[src/verilog/msoc_periph_pkg.sv]
// Peripheral subsystem definitions
// Bus widths, region map, UART register offsets and the shared
// UART state encoding used by the bridge, UART and FIFO blocks.

package msoc_periph_pkg;

  // bus side
  typedef logic [31:0] addr_t;                  // byte address
  typedef logic [31:0] data_t;                  // bus data word
  typedef logic [3:0]  strb_t;                  // byte strobes
  typedef logic [1:0]  resp_t;                  // AXI response

  localparam resp_t RESP_OKAY   = 2'b00;
  localparam resp_t RESP_SLVERR = 2'b10;

  // address map, region in addr[23:20], word offset in addr[5:2]
  typedef logic [3:0] region_t;
  typedef logic [3:0] reg_off_t;

  localparam region_t REGION_UART_CTRL = 4'd2;
  localparam region_t REGION_UART_RX   = 4'd3;
  localparam region_t REGION_BOARD     = 4'd7;

  localparam reg_off_t OFF_TX_BYTE = 4'd0;
  localparam reg_off_t OFF_BAUD    = 4'd1;
  localparam reg_off_t OFF_BREAK   = 4'd2;

  // UART
  typedef logic [7:0]  uart_byte_t;
  typedef logic [15:0] baud_t;                  // clocks per bit

  localparam baud_t BAUD_RESET = 16'd87;

  // receive FIFO
  typedef logic [11:0] fifo_cnt_t;
  typedef logic [8:0]  rx_entry_t;              // {frame error, byte}

  localparam int        RX_FIFO_DEPTH  = 16;
  localparam fifo_cnt_t RX_ALMOST_FULL = 12'd14;

  // board I/O
  typedef logic [7:0]  led_t;
  typedef logic [15:0] dip_t;

  typedef enum logic [1:0] {
    IDLE,
    START,
    DATA,
    STOP
  } uart_state_t;

endpackage

[src/verilog/sync_fifo.sv]
// Single-clock FIFO with first-word fall-through
// Reports empty, full and almost-full, the occupancy count and sticky
// overflow and underflow flags.

`timescale 1ns/1ps

module sync_fifo
  import msoc_periph_pkg::*;
#(
  parameter int DEPTH = RX_FIFO_DEPTH
)
(
  input  logic      msoc_clk,
  input  logic      rstn,
  input  logic      push_i,
  input  rx_entry_t din_i,
  input  logic      pop_i,
  output rx_entry_t dout_o,
  output logic      empty_o,
  output logic      full_o,
  output logic      almost_full_o,
  output fifo_cnt_t count_o,
  output logic      wrerr_o,
  output logic      rderr_o
);

  localparam int PTR_W = (DEPTH > 1) ? $clog2(DEPTH) : 1;

  rx_entry_t        mem [DEPTH];
  logic [PTR_W-1:0] wr_ptr;
  logic [PTR_W-1:0] rd_ptr;
  fifo_cnt_t        count;
  logic             do_push;
  logic             do_pop;

  assign empty_o       = (count == '0);
  assign full_o        = (count == fifo_cnt_t'(DEPTH));
  assign almost_full_o = (count >= RX_ALMOST_FULL);
  assign count_o       = count;
  assign dout_o        = mem[rd_ptr];                // head entry

  assign do_push = push_i & ~full_o;
  assign do_pop  = pop_i & ~empty_o;

  always_ff @(posedge msoc_clk or negedge rstn)
  begin
    if (!rstn)
    begin
      wr_ptr  <= '0;
      rd_ptr  <= '0;
      count   <= '0;
      wrerr_o <= 1'b0;
      rderr_o <= 1'b0;
    end
    else
    begin
      if (do_push)
        wr_ptr <= (wr_ptr == PTR_W'(DEPTH - 1)) ? '0 : wr_ptr + 1'b1;
      if (do_pop)
        rd_ptr <= (rd_ptr == PTR_W'(DEPTH - 1)) ? '0 : rd_ptr + 1'b1;
      if (do_push & ~do_pop)
        count <= count + 12'd1;
      else if (do_pop & ~do_push)
        count <= count - 12'd1;
      if (push_i & full_o)
        wrerr_o <= 1'b1;                             // sticky until reset
      if (pop_i & empty_o)
        rderr_o <= 1'b1;
    end
  end

  always_ff @(posedge msoc_clk)
  begin
    if (do_push)
      mem[wr_ptr] <= din_i;
  end

endmodule

[src/verilog/uart_core.sv]
// UART line engine, 8N1
// Transmit and receive state machines with per-bit baud counters.
// The receive line is cleaned by a 3-sample majority filter and each
// bit is sampled near its middle.

`timescale 1ns/1ps

module uart_core
  import msoc_periph_pkg::*;
(
  input  logic       msoc_clk,
  input  logic       rstn,
  input  logic       tx_start_i,
  input  uart_byte_t tx_byte_i,
  input  baud_t      baud_i,
  input  logic       break_i,
  input  logic       rx_i,
  output logic       tx_o,
  output logic       tx_busy_o,
  output logic       rx_valid_o,
  output uart_byte_t rx_byte_o,
  output logic       rx_err_o,
  output logic       rx_busy_o
);

  uart_state_t tx_state;
  baud_t       tx_cnt;
  logic [2:0]  tx_idx;
  uart_byte_t  tx_shift;
  logic        tx_line;
  uart_state_t rx_state;
  baud_t       rx_cnt;
  logic [2:0]  rx_idx;
  uart_byte_t  rx_shift;
  logic [2:0]  rx_samp;
  logic        rx_maj;

  //////////////////////////////////////////////////////////////////////
  // transmit

  always_ff @(posedge msoc_clk or negedge rstn)
  begin
    if (!rstn)
    begin
      tx_state <= IDLE;
      tx_cnt   <= '0;
      tx_idx   <= '0;
    end
    else if (tx_state == IDLE)
    begin
      if (tx_start_i)
      begin
        tx_state <= START;
        tx_cnt   <= baud_i - 16'd1;
      end
    end
    else if (tx_cnt != '0)
      tx_cnt <= tx_cnt - 16'd1;
    else
    begin
      tx_cnt <= baud_i - 16'd1;                      // next bit period
      case (tx_state)
        START:
        begin
          tx_state <= DATA;
          tx_idx   <= '0;
        end
        DATA:
          if (tx_idx == 3'd7)
            tx_state <= STOP;
          else
            tx_idx <= tx_idx + 3'd1;
        default: tx_state <= IDLE;                   // end of stop bit
      endcase
    end
  end

  always_ff @(posedge msoc_clk)
  begin
    if ((tx_state == IDLE) && tx_start_i)
      tx_shift <= tx_byte_i;
    else if ((tx_state == DATA) && (tx_cnt == '0))
      tx_shift <= tx_shift >> 1;                     // lsb first
  end

  always_comb
  begin
    case (tx_state)
      START:   tx_line = 1'b0;
      DATA:    tx_line = tx_shift[0];
      default: tx_line = 1'b1;
    endcase
  end

  assign tx_o      = tx_line & ~break_i;             // break holds line low
  assign tx_busy_o = (tx_state != IDLE);

  //////////////////////////////////////////////////////////////////////
  // receive

  assign rx_maj = (rx_samp[0] & rx_samp[1]) | (rx_samp[0] & rx_samp[2]) |
                  (rx_samp[1] & rx_samp[2]);

  always_ff @(posedge msoc_clk or negedge rstn)
  begin
    if (!rstn)
    begin
      rx_samp    <= 3'b111;                          // idle line
      rx_state   <= IDLE;
      rx_cnt     <= '0;
      rx_idx     <= '0;
      rx_valid_o <= 1'b0;
      rx_err_o   <= 1'b0;
    end
    else
    begin
      rx_samp <= {rx_samp[1:0], rx_i};
      if (rx_state == IDLE)
      begin
        if (!rx_maj)
        begin
          rx_state   <= START;
          rx_cnt     <= baud_i >> 1;                 // half a bit to the middle
          rx_valid_o <= 1'b0;
        end
      end
      else if (rx_cnt != '0)
        rx_cnt <= rx_cnt - 16'd1;
      else
      begin
        rx_cnt <= baud_i - 16'd1;
        case (rx_state)
          START:
            if (!rx_maj)
            begin
              rx_state <= DATA;
              rx_idx   <= '0;
            end
            else
              rx_state <= IDLE;                      // glitch, not a start bit
          DATA:
            if (rx_idx == 3'd7)
              rx_state <= STOP;
            else
              rx_idx <= rx_idx + 3'd1;
          default:
          begin
            rx_err_o   <= ~rx_maj;                   // stop bit must be one
            rx_valid_o <= 1'b1;
            rx_state   <= IDLE;
          end
        endcase
      end
    end
  end

  always_ff @(posedge msoc_clk)
  begin
    if ((rx_state == DATA) && (rx_cnt == '0))
      rx_shift <= {rx_maj, rx_shift[7:1]};
  end

  assign rx_byte_o = rx_shift;
  assign rx_busy_o = (rx_state != IDLE);

endmodule

[src/verilog/uart_regs.sv]
// UART register block
// Holds the transmit byte, baud divisor and break control, pushes each
// received byte into the receive FIFO and builds the status word.

`timescale 1ns/1ps

module uart_regs
  import msoc_periph_pkg::*;
(
  input  logic      msoc_clk,
  input  logic      rstn,
  input  logic      reg_we_i,
  input  region_t   reg_region_i,
  input  reg_off_t  reg_off_i,
  input  data_t     reg_wdata_i,
  output data_t     rdata_o,
  output logic      rx_push_o,
  output rx_entry_t rx_entry_o,
  input  rx_entry_t rx_head_i,
  input  logic      rx_empty_i,
  input  logic      rx_full_i,
  input  logic      rx_almost_full_i,
  input  logic      rx_wrerr_i,
  input  logic      rx_rderr_i,
  input  fifo_cnt_t rx_count_i,
  input  logic      uart_rx_i,
  output logic      uart_tx_o,
  output logic      u_break_o
);

  uart_byte_t tx_byte_q;
  baud_t      baud_q;
  logic       tx_start_q;
  logic       ctrl_we;
  logic       rx_valid;
  logic       rx_valid_q;
  logic       rx_err;
  uart_byte_t rx_byte;
  logic       tx_busy;
  logic       rx_busy;
  data_t      status_word;
  data_t      ctrl_word;

  assign ctrl_we = reg_we_i & (reg_region_i == REGION_UART_CTRL);

  always_ff @(posedge msoc_clk or negedge rstn)
  begin
    if (!rstn)
    begin
      baud_q     <= BAUD_RESET;
      u_break_o  <= 1'b0;
      tx_start_q <= 1'b0;
      rx_valid_q <= 1'b0;
    end
    else
    begin
      tx_start_q <= ctrl_we & (reg_off_i == OFF_TX_BYTE);  // one cycle
      rx_valid_q <= rx_valid;
      if (ctrl_we & (reg_off_i == OFF_BAUD))
        baud_q <= reg_wdata_i[15:0];
      if (ctrl_we & (reg_off_i == OFF_BREAK))
        u_break_o <= reg_wdata_i[31];
    end
  end

  always_ff @(posedge msoc_clk)
  begin
    if (ctrl_we & (reg_off_i == OFF_TX_BYTE))
      tx_byte_q <= reg_wdata_i[7:0];
  end

  // push once per frame on the rising edge of rx_valid
  assign rx_push_o  = rx_valid & ~rx_valid_q;
  assign rx_entry_o = {rx_err, rx_byte};

  assign status_word = {rx_count_i, rx_almost_full_i, rx_full_i, rx_rderr_i, rx_wrerr_i,
                        rx_head_i[8], tx_busy, rx_busy, 4'b0, ~rx_empty_i, rx_head_i[7:0]};

  always_comb
  begin
    case (reg_off_i)
      OFF_TX_BYTE: ctrl_word = {24'b0, tx_byte_q};
      OFF_BAUD:    ctrl_word = {16'b0, baud_q};
      OFF_BREAK:   ctrl_word = {u_break_o, 31'b0};
      default:     ctrl_word = '0;
    endcase
  end

  assign rdata_o = (reg_region_i == REGION_UART_RX) ? status_word : ctrl_word;

  uart_core uart_core_i (
    .msoc_clk   (msoc_clk),
    .rstn       (rstn),
    .tx_start_i (tx_start_q),
    .tx_byte_i  (tx_byte_q),
    .baud_i     (baud_q),
    .break_i    (u_break_o),
    .rx_i       (uart_rx_i),
    .tx_o       (uart_tx_o),
    .tx_busy_o  (tx_busy),
    .rx_valid_o (rx_valid),
    .rx_byte_o  (rx_byte),
    .rx_err_o   (rx_err),
    .rx_busy_o  (rx_busy)
  );

endmodule

[src/verilog/msoc_bus_bridge.sv]
// AXI4-Lite slave bridge for the peripheral regions
// Accepts one write or one read at a time, decodes the region one-hot,
// muxes read data and owns the LED register and the DIP synchronizer.

`timescale 1ns/1ps

module msoc_bus_bridge
  import msoc_periph_pkg::*;
(
  input  logic     msoc_clk,
  input  logic     rstn,
  input  addr_t    s_awaddr_i,
  input  logic     s_awvalid_i,
  output logic     s_awready_o,
  input  data_t    s_wdata_i,
  input  strb_t    s_wstrb_i,
  input  logic     s_wvalid_i,
  output logic     s_wready_o,
  output resp_t    s_bresp_o,
  output logic     s_bvalid_o,
  input  logic     s_bready_i,
  input  addr_t    s_araddr_i,
  input  logic     s_arvalid_i,
  output logic     s_arready_o,
  output data_t    s_rdata_o,
  output resp_t    s_rresp_o,
  output logic     s_rvalid_o,
  input  logic     s_rready_i,
  output logic     reg_we_o,
  output logic     reg_re_o,
  output region_t  reg_region_o,
  output reg_off_t reg_off_o,
  output data_t    reg_wdata_o,
  input  data_t    uart_rdata_i,
  output logic     rx_pop_o,
  output led_t     to_led_o,
  input  dip_t     from_dip_i
);

  logic        wr_accept;
  logic        rd_accept;
  logic        bvalid_q;
  logic        rvalid_q;
  resp_t       bresp_q;
  resp_t       rresp_q;
  data_t       rdata_q;
  region_t     acc_region;
  logic [15:0] region_hit;
  logic        mapped;
  data_t       sel_rdata;
  dip_t        dip_meta;
  dip_t        dip_sync;

  //////////////////////////////////////////////////////////////////////
  // handshakes, write wins a tie

  assign wr_accept   = s_awvalid_i & s_wvalid_i & ~bvalid_q;
  assign rd_accept   = s_arvalid_i & ~rvalid_q & ~wr_accept;
  assign s_awready_o = wr_accept;
  assign s_wready_o  = wr_accept;
  assign s_arready_o = rd_accept;

  assign acc_region = wr_accept ? s_awaddr_i[23:20] : s_araddr_i[23:20];

  always_comb
  begin
    for (int i = 0; i < 16; i++)
    begin
      region_hit[i] = (acc_region == region_t'(i));
    end
  end

  assign mapped = region_hit[REGION_UART_CTRL] | region_hit[REGION_UART_RX] |
                  region_hit[REGION_BOARD];

  // register side
  assign reg_we_o     = wr_accept;
  assign reg_re_o     = rd_accept;
  assign reg_region_o = acc_region;
  assign reg_off_o    = wr_accept ? s_awaddr_i[5:2] : s_araddr_i[5:2];
  assign reg_wdata_o  = s_wdata_i;
  assign rx_pop_o     = wr_accept & region_hit[REGION_UART_RX];  // any write pops

  always_comb
  begin
    sel_rdata = '0;                                  // unmapped reads as zero
    if (region_hit[REGION_BOARD])
      sel_rdata = {16'b0, dip_sync};
    else if (region_hit[REGION_UART_CTRL] | region_hit[REGION_UART_RX])
      sel_rdata = uart_rdata_i;
  end

  //////////////////////////////////////////////////////////////////////
  // response channels and board registers

  always_ff @(posedge msoc_clk or negedge rstn)
  begin
    if (!rstn)
    begin
      bvalid_q <= 1'b0;
      rvalid_q <= 1'b0;
      to_led_o <= '0;
      dip_meta <= '0;
      dip_sync <= '0;
    end
    else
    begin
      if (wr_accept)
        bvalid_q <= 1'b1;
      else if (s_bready_i)
        bvalid_q <= 1'b0;
      if (rd_accept)
        rvalid_q <= 1'b1;
      else if (s_rready_i)
        rvalid_q <= 1'b0;
      if (wr_accept & region_hit[REGION_BOARD] & s_wstrb_i[0])
        to_led_o <= s_wdata_i[7:0];                  // only byte 0 exists
      dip_meta <= from_dip_i;
      dip_sync <= dip_meta;
    end
  end

  always_ff @(posedge msoc_clk)
  begin
    if (wr_accept)
      bresp_q <= mapped ? RESP_OKAY : RESP_SLVERR;
    if (rd_accept)
    begin
      rresp_q <= mapped ? RESP_OKAY : RESP_SLVERR;
      rdata_q <= sel_rdata;
    end
  end

  assign s_bvalid_o = bvalid_q;
  assign s_bresp_o  = bresp_q;
  assign s_rvalid_o = rvalid_q;
  assign s_rresp_o  = rresp_q;
  assign s_rdata_o  = rdata_q;

endmodule

[src/verilog/msoc_periph_top.sv]
// Peripheral subsystem top level
// AXI4-Lite bridge, UART register block and receive FIFO.

`timescale 1ns/1ps

module msoc_periph_top
  import msoc_periph_pkg::*;
(
  input  logic  msoc_clk,
  input  logic  rstn,
  input  addr_t s_awaddr_i,
  input  logic  s_awvalid_i,
  output logic  s_awready_o,
  input  data_t s_wdata_i,
  input  strb_t s_wstrb_i,
  input  logic  s_wvalid_i,
  output logic  s_wready_o,
  output resp_t s_bresp_o,
  output logic  s_bvalid_o,
  input  logic  s_bready_i,
  input  addr_t s_araddr_i,
  input  logic  s_arvalid_i,
  output logic  s_arready_o,
  output data_t s_rdata_o,
  output resp_t s_rresp_o,
  output logic  s_rvalid_o,
  input  logic  s_rready_i,
  input  logic  uart_rx_i,
  output logic  uart_tx_o,
  output logic  u_break_o,
  output led_t  to_led_o,
  input  dip_t  from_dip_i
);

  logic      reg_we;
  region_t   reg_region;
  reg_off_t  reg_off;
  data_t     reg_wdata;
  data_t     uart_rdata;
  logic      rx_pop;
  logic      rx_push;
  rx_entry_t rx_entry;
  rx_entry_t rx_head;
  logic      rx_empty;
  logic      rx_full;
  logic      rx_almost_full;
  logic      rx_wrerr;
  logic      rx_rderr;
  fifo_cnt_t rx_count;

  msoc_bus_bridge msoc_bus_bridge_i (
    .msoc_clk     (msoc_clk),
    .rstn         (rstn),
    .s_awaddr_i   (s_awaddr_i),
    .s_awvalid_i  (s_awvalid_i),
    .s_awready_o  (s_awready_o),
    .s_wdata_i    (s_wdata_i),
    .s_wstrb_i    (s_wstrb_i),
    .s_wvalid_i   (s_wvalid_i),
    .s_wready_o   (s_wready_o),
    .s_bresp_o    (s_bresp_o),
    .s_bvalid_o   (s_bvalid_o),
    .s_bready_i   (s_bready_i),
    .s_araddr_i   (s_araddr_i),
    .s_arvalid_i  (s_arvalid_i),
    .s_arready_o  (s_arready_o),
    .s_rdata_o    (s_rdata_o),
    .s_rresp_o    (s_rresp_o),
    .s_rvalid_o   (s_rvalid_o),
    .s_rready_i   (s_rready_i),
    .reg_we_o     (reg_we),
    .reg_re_o     (),                                // reads have no side effects here
    .reg_region_o (reg_region),
    .reg_off_o    (reg_off),
    .reg_wdata_o  (reg_wdata),
    .uart_rdata_i (uart_rdata),
    .rx_pop_o     (rx_pop),
    .to_led_o     (to_led_o),
    .from_dip_i   (from_dip_i)
  );

  uart_regs uart_regs_i (
    .msoc_clk         (msoc_clk),
    .rstn             (rstn),
    .reg_we_i         (reg_we),
    .reg_region_i     (reg_region),
    .reg_off_i        (reg_off),
    .reg_wdata_i      (reg_wdata),
    .rdata_o          (uart_rdata),
    .rx_push_o        (rx_push),
    .rx_entry_o       (rx_entry),
    .rx_head_i        (rx_head),
    .rx_empty_i       (rx_empty),
    .rx_full_i        (rx_full),
    .rx_almost_full_i (rx_almost_full),
    .rx_wrerr_i       (rx_wrerr),
    .rx_rderr_i       (rx_rderr),
    .rx_count_i       (rx_count),
    .uart_rx_i        (uart_rx_i),
    .uart_tx_o        (uart_tx_o),
    .u_break_o        (u_break_o)
  );

  sync_fifo #(
    .DEPTH (RX_FIFO_DEPTH)
  ) rx_fifo_i (
    .msoc_clk      (msoc_clk),
    .rstn          (rstn),
    .push_i        (rx_push),
    .din_i         (rx_entry),
    .pop_i         (rx_pop),
    .dout_o        (rx_head),
    .empty_o       (rx_empty),
    .full_o        (rx_full),
    .almost_full_o (rx_almost_full),
    .count_o       (rx_count),
    .wrerr_o       (rx_wrerr),
    .rderr_o       (rx_rderr)
  );

endmodule

[config.mk]
export PLATFORM = sky130hd
export DESIGN_NAME = msoc_periph_top
export DESIGN_NICKNAME = d
export VERILOG_FILES = /design/src/verilog/msoc_periph_pkg.sv /design/src/verilog/sync_fifo.sv /design/src/verilog/uart_core.sv /design/src/verilog/uart_regs.sv /design/src/verilog/msoc_bus_bridge.sv /design/src/verilog/msoc_periph_top.sv
export SDC_FILE = /design/constraint.sdc
export NUM_CORES = 1
export LEC_CHECK = 0
export BUFFER_PORTS_ARGS = -buffer_cell sky130_fd_sc_hd__clkbuf_2
export CORE_UTILIZATION = 58
export DETAILED_ROUTE_END_ITERATION = 6
export GPL_TIMING_DRIVEN = 0
export PLACE_DENSITY_LB_ADDON = 0.08
export SYNTH_ARGS = -nofsm -noshare
export SYNTH_HDL_FRONTEND = slang
export SYNTH_SLANG_ARGS = --single-unit
[constraint.sdc]
create_clock -name msoc_clk -period 5.5 [get_ports msoc_clk]
set_input_delay 0.825 -clock msoc_clk [delete_from_list [all_inputs] [get_ports msoc_clk]]
set_output_delay 0.825 -clock msoc_clk [all_outputs]
set_load 0.1 [all_outputs]
==> Word level (Yosys, flattened, before mapping) <==
Memories as Yosys holds them, arrays and structs flattened.
Cells that the tools add are included.
{ "totals": {"ff_bits": 190, "ramBits": 144, "output_inout_bits": 51, "memories": 1} }
{ "mem_list": {"columns": ["memory", "depth", "word_bits", "rd", "rd_clocked_by_memory_dff", "write_ports", "line", "text"], "rows": [
  ["rx_fifo_i.mem", 16, 9, 1, 0, 1, "sync_fifo.sv:29", "rx_entry_t mem [DEPTH];"]
]} }
{ "op_classes": {"n_addsub": 9, "n_lt_le_gt_ge": 1, "eq_ne": 24, "mux": 46, "bitwise": 42, "n_reduce_logical": 27} }
{ "ops": {"columns": ["cell", "n"], "rows": [
  ["$mux W16", 8],
  ["$pmux W32 S3", 1],
  ["$sub A16 B1 Y16 const B", 3],
  ["$logic_not A16 Y1", 2],
  ["$mux W32", 1],
  ["$reduce_bool A16 Y1", 2],
  ["$mux W12", 2],
  ["$and A1 B1 Y1", 22],
  ["$mux W2", 10],
  ["$mux W4", 4],
  ["$mux W8", 2],
  ["$not A1 Y1", 16],
  ["$reduce_bool A2 Y1", 8],
  ["$add A12 B1 Y12 const B", 1],
  ["$eq A12 B5 Y1 const B", 1],
  ["$eq A4 B2 Y1 const B", 3],
  ["$ge A12 B4 Y1 const B", 1],
  ["$logic_not A12 Y1", 1],
  ["$pmux W3 S2", 2],
  ["$reduce_and A3 Y1", 4],
  ["$sub A12 B1 Y12 const B", 1],
  ["$mux W1", 10],
  ["$ne A2 B2 Y1 const B", 5],
  ["$mux W3", 3],
  ["19 further kinds", 36]
]} }

==> Longest topological paths before layout <==
Gate-level depths: netlist of run 1.
{ "depth": {"ltp_word": 9, "mapped_depth": 15, "mapped_depth_nobuf": 13} }

==> By module <==
From an unflattened synthesis of run 1, not the netlist that was laid out.
{ "unflattened": {"hier_cells": 1096, "area_unflattened_um2": 15508.6} }
{ "modules_own_cells": {"columns": ["mod", "n_inst", "cells_per_inst", "area_each_um2", "seq_area_each_um2"], "rows": [
  ["sync_fifo", 1, 391, 7156.9, 4874.7],
  ["uart_core", 1, 399, 3943.8, 1660.3],
  ["msoc_bus_bridge", 1, 185, 2944.1, 2072.0],
  ["uart_regs", 1, 121, 1463.9, 721.9]
]} }

==> Worst setup path before layout of run 1 <==
Ideal clock, no wire load.
{ "synth_path": {"path_kind": "register -> output", "start": "reg msoc_bus_bridge_i.bvalid_q, in the netlist msoc_bus_bridge_i.s_bvalid_o", "end": "out s_arready_o", "t_arrival_ns": 7.033, "slack_ns": -2.358, "stages_incl_launch_ff": 5, "cell_sequence": "dfrtp_1 > nand3b_1 > buf_2 > clkinv_1 > nor3b_1"} }
{ "synth_via": {"elab_chain_cells": 4} }
{ "synth_lines": {"columns": ["element", "line", "text"], "rows": [
  ["start, declared", "msoc_bus_bridge.sv:42", "logic bvalid_q;"],
  ["start signal, assigned", "msoc_bus_bridge.sv:100", "bvalid_q <= 1'b0;"],
  ["start signal, assigned", "msoc_bus_bridge.sv:109", "bvalid_q <= 1'b1;"],
  ["start signal, assigned", "msoc_bus_bridge.sv:111", "bvalid_q <= 1'b0;"],
  ["$not A1 Y1", "msoc_bus_bridge.sv:57", "assign wr_accept = s_awvalid_i & s_wvalid_i & ~bvalid_q;"],
  ["$and A1 B1 Y1", "msoc_bus_bridge.sv:57", null],
  ["via s_awready_o", "msoc_periph_top.sv:13", "output logic s_awready_o,"],
  ["$not A1 Y1", "msoc_bus_bridge.sv:58", "assign rd_accept = s_arvalid_i & ~rvalid_q & ~wr_accept;"],
  ["$and A1 B1 Y1", "msoc_bus_bridge.sv:58", null],
  ["end, declared", "msoc_periph_top.sv:23", "output logic s_arready_o,"]
]} }
The timed path passes the listed nets, and every way through them passes these cells.

==> Final worst setup path of run 1 <==
{ "layout_path": {"start": "reg rx_fifo_i.count[11], in the netlist rx_fifo_i.count_o[11]", "end": "reg rx_fifo_i.count[11], in the netlist rx_fifo_i.count_o[11]"} }
{ "layout_via": {"elab_chain_cells": 6, "word_cells_on_any_way": 15, "classes_between": "add/sub: 2; eq/ne: 1; mux: 2; bitwise: 8; reduce/logical: 2"} }
{ "layout_lines": {"columns": ["element", "line", "text"], "rows": [
  ["start, declared", "sync_fifo.sv:32", "fifo_cnt_t count;"],
  ["start signal, assigned", "sync_fifo.sv:62", "count <= count + 12'd1;"],
  ["start signal, assigned", "sync_fifo.sv:64", "count <= count - 12'd1;"],
  ["$eq A12 B5 Y1 (*)", "sync_fifo.sv:37", "assign full_o = (count == fifo_cnt_t'(DEPTH));"],
  ["$not A1 Y1 (*)", "sync_fifo.sv:42", "assign do_push = push_i & ~full_o;"],
  ["$and A1 B1 Y1 (*)", "sync_fifo.sv:42", null],
  ["via rx_fifo_i.do_push", "sync_fifo.sv:33", "logic do_push;"],
  ["$not A1 Y1", "sync_fifo.sv:63", "else if (do_pop & ~do_push)"],
  ["$and A1 B1 Y1", "sync_fifo.sv:63", null],
  ["$reduce_bool A2 Y1 (no source line)", null, null]
]} }
The timed path passes the listed nets; every way through them passes the cells marked *. The select of a mux whose other input is x is not followed.
A chain may end at the register's enable or synchronous reset.

==> results of run 1 <==
-- logic make-up after synthesis --
family / Yosys count
XOR/XNOR: 32
AND/OR/NAND/NOR: 268
other: 1
AO/OA/AOI/OAI: 146
adder cells (fa/ha/maj): 32
multiplexers: 131
buffers and inverters: 76
flip-flops: 332
-- worst reg2reg max path, delay by kind of cell (launching register included) --
kind | cells | cell delay [ps]
AOI/OAI and AO/OA | 5 | 1370
adders and majority gates | 2 | 620
buffers and inverters | 3 | 800
DFF | 1 | 470
and+or+nand+nor | 3 | 920
-- final cells by class --
class                           instances  area share, %
Buffer                                 45           1.16
Clock buffer                           55           6.11
Clock inverter                          9          0.333
Inverter                               31          0.687
Multi-Input combinational cell        611           30.4
Sequential cell                       332           55.1
Tap cell                              330           2.44
Timing Repair Buffer                  112           3.73
-- Yosys cell counts (12+ instances only) --
cell,number
a221o_1,12
nor2_1,42
mux4_2,45
nand3_1,15
xor2_1,13
ha_1,31
xnor2_1,19
edfxtp_1,202
a21oi_1,20
nor4_1,14
and2_1,14
dfrtp_1,122
o21ai_0,40
mux2i_1,21
a22oi_1,12
nand2_1,78
inv_1,30
mux2_2,63
clkbuf_1,26
nor3_1,33
-- report_power, final --
group,switching [uW],leakage (uW),internal (uW),total [uW]
registers,261,0.00346,2880,3140
clock network,935,0.000528,1300,2230
logic,1180,0.00261,776,1960
-- registers in the layout (all words and copies together), names as in the netlist, 2 cells and up --
signal	cells
uart_regs_i.uart_core_i.rx_state	2
uart_regs_i.uart_core_i.rx_idx	3
uart_regs_i.uart_core_i.tx_idx	3
msoc_bus_bridge_i.s_rdata_o	32
rx_fifo_i.mem	144
rx_fifo_i.rd_ptr	4
uart_regs_i.baud_q	16
uart_regs_i.uart_core_i.rx_byte_o	8
rx_fifo_i.wr_ptr	4
msoc_bus_bridge_i.dip_sync	16
msoc_bus_bridge_i.to_led_o	8
uart_regs_i.uart_core_i.rx_cnt	16
uart_regs_i.uart_core_i.tx_state	2
uart_regs_i.uart_core_i.tx_cnt	16
uart_regs_i.uart_core_i.tx_shift	8
msoc_bus_bridge_i.dip_meta	16
uart_regs_i.uart_core_i.rx_samp	3
rx_fifo_i.count_o	12
uart_regs_i.tx_byte_q	8
-- metal layers --
| metal | global-route usage, % | up-vias | part of all wire [%] |
|---|---|---|---|
| met2 | 42.8 | 242 | 50 |
| met1 | 34.9 | 4532 | 43 |
| met3 | 3.75 | 66 | 4.0 |
| met4 | 9.13 | 0 | 3.4 |
| li1 | - | 4200 | - |
| met5 | 0 | - | 0 |
-- worst max-delay path by stage --
stage / start / end / slack, ps
after CTS: rx_fifo_i.count_o[11]$_DFFE_PN0P_ / rx_fifo_i.count_o[11]$_DFFE_PN0P_ / 1200
after global placement: s_wvalid_i / s_arready_o / 870
final: rx_fifo_i.count_o[11]$_DFFE_PN0P_ / rx_fifo_i.count_o[11]$_DFFE_PN0P_ / 1180
after detailed placement: s_wvalid_i / rx_fifo_i.count_o[11]$_DFFE_PN0P_ / 880
after floorplan: msoc_bus_bridge_i.s_bvalid_o$_DFFE_PN0P_ / rx_fifo_i.count_o[11]$_DFFE_PN0P_ / 590
after global routing: rx_fifo_i.count_o[11]$_DFFE_PN0P_ / rx_fifo_i.count_o[11]$_DFFE_PN0P_ / 870
-- cell usage in the layout (no fill, tap or decap), types with 13 or more instances in the layout --
cell type,synthesis,routed
nor2_1,42,42
nand2_1,78,78
clkbuf_2,0,105
mux2i_1,21,21
dfrtp_1,122,122
a21oi_1,20,20
xor2_1,13,13
clkbuf_16,0,38
and2_1,14,14
ha_1,31,31
nor3_1,33,30
mux4_2,45,45
o21ai_0,40,40
mux2_2,63,63
xnor2_1,19,19
inv_1,30,30
edfxtp_1,202,202
clkbuf_1,26,41
nand3_1,15,15
-- metrics by stage --
| stage | hold WS (ps) | worst slack, ps | cell area [um2] | power, uW | utilization, % |
|---|---|---|---|---|---|
| floorplan | 331 | 586 | 14800 | 4660 | - |
| global route | 265 | 869 | 16900 | 7670 | 67.6 |
| detailed placement | 337 | 884 | 15800 | 5130 | 63.3 |
| global placement | 331 | 868 | 15700 | 5080 | 62.8 |
| CTS | 253 | 1200 | 16900 | 7370 | 67.6 |
| finish | 251 | 1180 | 16900 | 7330 | 67.6 |
==> results.yml, run 1 <==
worst_setup_path:
  cp.depth: 13
  r2r_start: "rx_fifo_i.count_o[11]$_DFFE_PN0P_"
  cp_slowest_cell: "dfrtp_1"
  crit_arrival_ps: 4720
  reg2reg_depth: 13
  cp_max_fo: 12
  cp-start-kind: "flip-flop"
  cp_slowest_stage_delay_ps: 470
  path_buf_inv: 3
  r2r_end: "rx_fifo_i.count_o[11]$_DFFE_PN0P_"
  setup.reg_to_reg.worst_slack_ps: 1180
  endpoint_kind: "flip-flop"
  cp_data_required_time_ps: 5910
  critical_path_class: "flip-flop to flip-flop"
  crit_family: "compound AO/OA/AOI/OAI gates"
  crit_chain: "nor4_1 -> nand4_1 -> nor2b_1 -> buf_1 -> ha_1 -> inv_1 -> ha_1 -> clkbuf_1 -> a2111oi_0 -> o21ai_0 -> a21o_1 -> a21o_1 -> a211o_1"
grt:
  antenna_found_initial: 0
  grtUsageTotal_pct: 25.7
  grt_remaining_overflow: 0
  grt_start_max_net_pins: 93
  grt_pass1_wl_mm: 50.3
  grt_pass1_vias: 8907
clock_tree:
  hold_buffers: 0
  cts_buffers: 36
  cts_tree: "built"
  ctsLongestPathBuffers: 3
  post_cts_buffers: 0
  clk_latency_ps: 520
  htreeDepth: 2
  cts-root-buf: "clkbuf_16"
  clock-sinks: 332
  clkSlewWorstSetupHoldPaths_ps: 60
  cts_resized: 0
sta:
  skew_ps: 20.6
  max_clock_freq_ghz: 0.232
  min_period_over_period_pct: 78.5
  rsz0062_at_grt: "no"
  worst_pin_slew_ps: 1120
  setup_viol: 0
  tns_ps: 0
  final_max_slew_viol_count: 0
  hold_viol_final: 0
  finalCriticalPeriod_ps: 4320
  relSlewSlack_pct: 24.7
logic_synthesis:
  synth-seq-cells: 332
  synthTopCellsByArea: "edfxtp_1, dfrtp_1, mux4_2"
  synth_xor_area_share_pct: 1.90
  synth_top_area_share_pct: 41.1
  synthMuxAreaShare_pct: 13.3
  synthFlopType: "edfxtp_1"
  yosys.area_share.simple_pct: 9.88
  synth-compound-area-share_pct: 6.80
  synthAdderAreaFrac_pct: 2.76
  synth_edf_count: 202
  yosys_warnings: 0
  syn_avg_cell_area_um2: 14.5
  async_reset_ff_share_pct: 39.2
  synth_top_family_by_area: "multiplexers"
  syn_inst: 1018
  synth-seq-area-share_pct: 63.2
  synth.distinct_cells: 77
  syn_area_mm2: 0.0148
  synth_area_leader_cell: "edfxtp_1"
run_status:
  status: "finished clean"
floorplanning:
  die-area_mm2: 0.0261
  rows: 58
  fp.dieH_um: 161
  initial_core_util_pct: 58.9
  fp.dieW_um: 161
  coreArea_mm2: 0.0250
  io_pins: 175
min_path:
  worstHoldPathType: "input port to async pin"
drt:
  final_antenna_net_count: 0
  vias_per_cell: 5.93
  firstDrtPassIters: 5
  routed_wl_mm: 32.5
  post_drt_wl_per_cell_um: 21.3
  drcViolationCount: 0
  drt_iter0_drc: 684
  dr_total_vias: 9040
power:
  leakagePower_uw: 0.00660
  power_density_mw_per_mm2: 433
  ir_drop_mv: 0.394
place:
  portBuffers: 106
  place_hpwl_mm: 22.9
  gp_congestion: 0.881
  dp_cells: 1461
final_layout:
  final_nets: 1325
  final_cells: 1525
  fillers: 1796
  antenna_cells: 0
  multi_input_area_mm2: 0.00515
  synthToLayoutAreaGrowth_pct: 14.8
  regArea_mm2: 0.00933
  drive_above_1_share_pct: 26.4
job:
  max_cap_viol_count: 0
Power figures use the tool's default switching activity.
==> run 2, diff against run 1 <==
--- a/config.mk
+++ b/config.mk
@@ -6,7 +6,7 @@
 export NUM_CORES = 1
 export LEC_CHECK = 0
 export BUFFER_PORTS_ARGS = -buffer_cell sky130_fd_sc_hd__clkbuf_2
-export CORE_UTILIZATION = 58
+export CORE_UTILIZATION = 53
 export DETAILED_ROUTE_END_ITERATION = 6
 export GPL_TIMING_DRIVEN = 0
 export PLACE_DENSITY_LB_ADDON = 0.08
==> constraint.sdc (replaced) <==
create_clock -name msoc_clk -period 3.8 [get_ports msoc_clk]
set_input_delay 0.57 -clock msoc_clk [delete_from_list [all_inputs] [get_ports msoc_clk]]
set_output_delay 0.57 -clock msoc_clk [all_outputs]
set_load 0.1 [all_outputs]
==> run 2 against run 1 <==
Worst setup slack got worse by 950 ps. Core utilization decreased by 4.2 points. Final cell count up 2.8%. Critical path depth unchanged.
==> results.yml, run 2 (synthesis results as in run 1) <==
drt:
  routed_wl_mm: 33.7
  drcViolationCount: 0
  post_drt_wl_per_cell_um: 21.5
  drt_iter0_drc: 642
  final_antenna_net_count: 0
  firstDrtPassIters: 5
  vias_per_cell: 5.74
  dr_total_vias: 8996
worst_setup_path:
  cp_data_required_time_ps: 4210
  cp-start-kind: "flip-flop"
  cp_slowest_stage_delay_ps: 440
  critical_path_class: "flip-flop to flip-flop"
  crit_arrival_ps: 3970
  cp_common_cell: "a21o_1"
  cp_slowest_cell: "nor4_2"
  r2r_end: "rx_fifo_i.count_o[11]$_DFFE_PN0P_"
  r2r_start: "rx_fifo_i.count_o[5]$_DFFE_PN0P_"
  cp_max_fo: 12
  endpoint_kind: "flip-flop"
  reg2reg_depth: 13
  crit_chain: "nor4_2 -> nand3_2 -> and3_2 -> inv_1 -> ha_4 -> clkinv_4 -> ha_1 -> clkbuf_1 -> a2111oi_2 -> o21ai_2 -> a21o_1 -> a21o_1 -> a211o_1"
  setup.reg_to_reg.worst_slack_ps: 240
grt:
  grtUsageTotal_pct: 24.2
  grt_start_max_net_pins: 95
  antenna_found_initial: 0
  grt_pass1_vias: 8968
  grt_remaining_overflow: 0
  grt_pass1_wl_mm: 51.7
place:
  dp_cells: 1501
  place_hpwl_mm: 23.8
  portBuffers: 106
  gp_congestion: 0.865
sta:
  setup_viol: 0
  rsz0062_at_grt: "no"
  relSlewSlack_pct: 24.5
  worst_pin_slew_ps: 1120
  finalCriticalPeriod_ps: 3560
  skew_ps: 16.2
  max_clock_freq_ghz: 0.281
  hold_viol_final: 0
  min_period_over_period_pct: 93.7
  final_max_slew_viol_count: 0
run_status:
  status: "finished clean"
min_path:
  min_from: "uart_rx_i"
  worstHoldPathType: "input port to flip-flop"
  holdPathEnd: "uart_regs_i.uart_core_i.rx_samp[0]$_DFF_PN1_"
  min_path_cells: 1
job:
  max_cap_viol_count: 0
floorplanning:
  die-area_mm2: 0.0285
  io_pins: 175
  coreArea_mm2: 0.0271
  fp.dieW_um: 169
  initial_core_util_pct: 54.4
  rows: 60
  fp.dieH_um: 169
final_layout:
  largest_register_ffs: 144
  antenna_cells: 0
  final_common_cell: "edfxtp_1"
  mostFrequentLayoutCells: "edfxtp_1, dfrtp_1, clkbuf_2, nand2_1, mux2_2"
  final_cells: 1568
  final_nets: 1324
  drive_above_1_share_pct: 27.9
  regMostFlops: "rx_fifo_i.mem"
  synthToLayoutAreaGrowth_pct: 16.5
power:
  total_power_uw: 11000
  power_density_mw_per_mm2: 642
  ir_drop_mv: 0.421
  leakagePower_uw: 0.00667
clock_tree:
  post_cts_buffers: 0
  cts-root-buf: "clkbuf_16"
  ctsLongestPathBuffers: 3
  clkSlewWorstSetupHoldPaths_ps: 60
  htreeDepth: 2
  clock-sinks: 332
  clk_latency_ps: 520
  cts_buffers: 36
  cts_tree: "built"
-- run 2: timing repair --
item / in CTS / in global routing
gates resized for setup: 6 / 13
hold buffers: 1 / 0
endpoints found under the hold margin: 33 / 0
cloned: 0 / 0
endpoints found under the setup margin: 3 / 4
-- run 2: layout make-up --
type	instances	area (um2)
Buffer	45	200
Clock buffer	48	1020
Clock inverter	18	203
Fill cell	2054	9910
Inverter	31	126
Multi-Input combinational cell	611	5230
Sequential cell	332	9340
Tap cell	372	465
Timing Repair Buffer	111	614
-- run 2: critical path: cells and delay by family, from the launching register on --
kind	cells	cell delay (ps)
adder cells (fa/ha/maj)	2	490
flip-flops	1	430
AO/OA/AOI/OAI	5	1130
AND/OR/NAND/NOR	3	920
buffers and inverters	3	480
-- run 2: through the flow --
step | cell area (um2) | setup slack, ps | setup TNS, ps | util (%) | hold slack (ps)
finish | 17200 | 238 | 0 | 63.4 | 148
global route | 17200 | 51.1 | 0 | 63.4 | 135
CTS | 17100 | 17.1 | 0 | 63.2 | 135
detailed placement | 15900 | -303 | -646 | 58.6 | 335
global placement | 15800 | -627 | -13850 | 58.2 | 333
floorplan | 14800 | 34.1 | 0 | - | 274
-- run 2: where the power goes --
group | switching, uW | total, uW | internal (uW) | leakage, uW
clock network | 1400 | 3570 | 2160 | 0.000593
registers | 422 | 4590 | 4170 | 0.00346
logic | 1740 | 2880 | 1140 | 0.00262
total | 3560 | 11000 | 7470 | 0.00667
-- run 2: worst max-delay path by stage --
stage | startpoint | end | slack, ps | depth (start not counted)
after detailed placement | rx_fifo_i.count_o[11]$_DFFE_PN0P_ | rx_fifo_i.count_o[11]$_DFFE_PN0P_ | -300 | 13
after global placement | rstn | msoc_bus_bridge_i.s_bvalid_o$_DFFE_PN0P_ | -630 | 1
after CTS | rx_fifo_i.count_o[0]$_DFFE_PN0P_ | rx_fifo_i.count_o[11]$_DFFE_PN0P_ | 20 | 13
after floorplan | msoc_bus_bridge_i.s_bvalid_o$_DFFE_PN0P_ | rx_fifo_i.count_o[11]$_DFFE_PN0P_ | 30 | 15
final | rx_fifo_i.count_o[5]$_DFFE_PN0P_ | rx_fifo_i.count_o[11]$_DFFE_PN0P_ | 240 | 13
after global routing | rx_fifo_i.count_o[5]$_DFFE_PN0P_ | rx_fifo_i.count_o[11]$_DFFE_PN0P_ | 50 | 13
-- run 2: routing by layer --
metal	GRT usage, %	wire (um)	vias to the layer above	share of wire (%)
met5	0	0	-	0
met4	6.32	645	0	1.9
met3	3.02	1320	51	3.9
met2	41.0	16900	215	50
met1	33.3	14800	4533	44
li1	-	-	4197	-
==> run 3, diff against run 2 <==
--- a/config.mk
+++ b/config.mk
@@ -6,10 +6,12 @@
 export NUM_CORES = 1
 export LEC_CHECK = 0
 export BUFFER_PORTS_ARGS = -buffer_cell sky130_fd_sc_hd__clkbuf_2
-export CORE_UTILIZATION = 53
+export CORE_MARGIN = 8
+export CORE_UTILIZATION = 50
 export DETAILED_ROUTE_END_ITERATION = 6
 export GPL_TIMING_DRIVEN = 0
 export PLACE_DENSITY_LB_ADDON = 0.08
+export SKIP_CTS_REPAIR_TIMING = 1
 export SYNTH_ARGS = -nofsm -noshare
 export SYNTH_HDL_FRONTEND = slang
 export SYNTH_SLANG_ARGS = --single-unit
==> run 3 against run 2 <==
Sequential share of layout area shrank 0.15 points. Largest cell class unchanged. Register-to-register slack lost 120 ps. Sequential power is essentially flat. Power grew 0.61%. Critical endpoint unchanged. The run now ends with hold timing left. Hold slack lost 150 ps.
==> results.yml, run 3 (synthesis results as in run 1) <==
drt:
  drcViolationCount: 0
  dr_total_vias: 8968
  firstDrtPassIters: 5
  post_drt_wl_per_cell_um: 21.7
  vias_per_cell: 5.65
  drt_iter0_drc: 657
  final_antenna_net_count: 0
  routed_wl_mm: 34.5
place:
  gp_congestion: 0.865
  placement.cell_area_mm2: 0.0159
  place_hpwl_mm: 24.3
  portBuffers: 106
sta:
  relSlewSlack_pct: 22.4
  holdWs_ps: -0.861
  min_period_over_period_pct: 96.8
  hold_viol_final: 2
  finalCriticalPeriod_ps: 3680
  skew_ps: 12.0
  max_clock_freq_ghz: 0.272
  worst_pin_slew_ps: 1150
  setup_viol: 0
  final_max_slew_viol_count: 0
grt:
  use_met3_pct: 3.19
  grt_start_max_net_pins: 86
  met1_usage_pct: 27.4
  grt_pass1_wl_mm: 54.2
  grt_remaining_overflow: 0
  top_usage_layer: "met2"
  grtUsageTotal_pct: 19.7
  grtUsageMet2_pct: 31.4
  antenna_found_initial: 0
  grt_pass1_vias: 9062
final_layout:
  largest_register_ffs: 144
  final_common_cell: "edfxtp_1"
  mostFrequentLayoutCells: "edfxtp_1, dfrtp_1, clkbuf_2, nand2_1, mux2_2"
  final_area_mm2: 0.0172
  drive_above_1_share_pct: 28.0
  final_nets: 1326
  synthToLayoutAreaGrowth_pct: 16.8
  antenna_cells: 0
  regMostFlops: "rx_fifo_i.mem"
floorplanning:
  initial_core_util_pct: 50.3
  io_pins: 175
  rows: 63
  fp.dieH_um: 188
  die-area_mm2: 0.0353
  fp.dieW_um: 188
  coreArea_mm2: 0.0293
clock_tree:
  cts_tree: "built"
  htreeDepth: 2
  clkSlewWorstSetupHoldPaths_ps: 60
  cts_buffers: 36
  cts-root-buf: "clkbuf_16"
  ctsLongestPathBuffers: 3
  clock-sinks: 332
  clk_latency_ps: 510
worst_setup_path:
  critical_path_class: "flip-flop to flip-flop"
  cp_max_fo: 12
  cp_data_required_time_ps: 4200
  cp-start-kind: "flip-flop"
  endpoint_kind: "flip-flop"
  crit_arrival_ps: 4080
power:
  share_comb_of_total_power_pct: 26.2
  power_frac_seq_pct: 41.3
  power_density_mw_per_mm2: 644
  p_clk_share_pct: 32.5
  leakagePower_uw: 0.00669
  p_switching_uw: 3580
  netSwitchingFraction_pct: 32.2
  ir_drop_mv: 0.379
  total_power_uw: 11100
  p_int_uw: 7520
min_path:
  worstHoldPathType: "input port to async pin"
run_status:
  status: "finished with violations"
  violations: "hold timing"
job:
  max_cap_viol_count: 0
[run 3: layout make-up]
class	count	area [um2]
Fill cell	2355	12100
Sequential cell	332	9330
Multi-Input combinational cell	611	5220
Clock buffer	49	1010
Timing Repair Buffer	113	637
Tap cell	390	488
Clock inverter	17	218
Buffer	45	200
Inverter	31	126
[run 3: power by group through the flow]
stage                     registers (uW)  clock network [uW]  logic [uW]
after floorplan                     4810                   0        1930
after global placement              4610                   0        2810
after detailed placement            4620                   0        2860
after CTS                           4550                3680        2880
after global routing                4640                3810        3210
final                               4590                3610        2910
[run 3: critical path: stages (launching register included)]
cell,delay [ps]
dfrtp_1,460
nor4_4,390
nand4_1,210
nor2b_1,230
clkbuf_2,220
ha_4,220
clkinv_4,110
ha_1,240
clkbuf_1,180
a2111oi_1,400
o21ai_1,240
a21o_1,240
a21o_1,180
a211o_1,250
[run 3: layer usage]
metal	wire, um	vias up
met2	16300	228
met3	1510	57
li1	-	4209
met1	15700	4474
met5	0	-
met4	976	0
[run 3: final timing paths]
| path | start | end | depth (start not counted) | slack (ps) |
|---|---|---|---|---|
| min reg2reg | msoc_bus_bridge_i.dip_meta[2]$_DFF_PN0_ | msoc_bus_bridge_i.dip_sync[2]$_DFF_PN0_ | 0 | 350 |
| max reg2reg | rx_fifo_i.count_o[9]$_DFFE_PN0P_ | rx_fifo_i.count_o[11]$_DFFE_PN0P_ | 13 | 120 |
| max in group asynchronous | rstn | rx_fifo_i.count_o[11]$_DFFE_PN0P_ | 2 | 3020 |
| max | rx_fifo_i.count_o[9]$_DFFE_PN0P_ | rx_fifo_i.count_o[11]$_DFFE_PN0P_ | 13 | 120 |
| min | rstn | uart_regs_i.uart_core_i.rx_cnt[10]$_DFFE_PN0P_ | 1 | -0.9 |
| min in group msoc_clk | uart_rx_i | uart_regs_i.uart_core_i.rx_samp[0]$_DFF_PN1_ | 1 | 140 |
[run 3: through the flow]
step                      setup slack (ps)  utilization [%]  cells  setup TNS [ps]
after floorplan                       34.1                -   1019               0
after global placement                -641             53.9   1515          -14570
after detailed placement              -363             54.3   1521            -768
after CTS                             -369             58.5   1587            -790
after global routing                  -119             58.8   1588            -246
final                                  122             58.8   1588               0
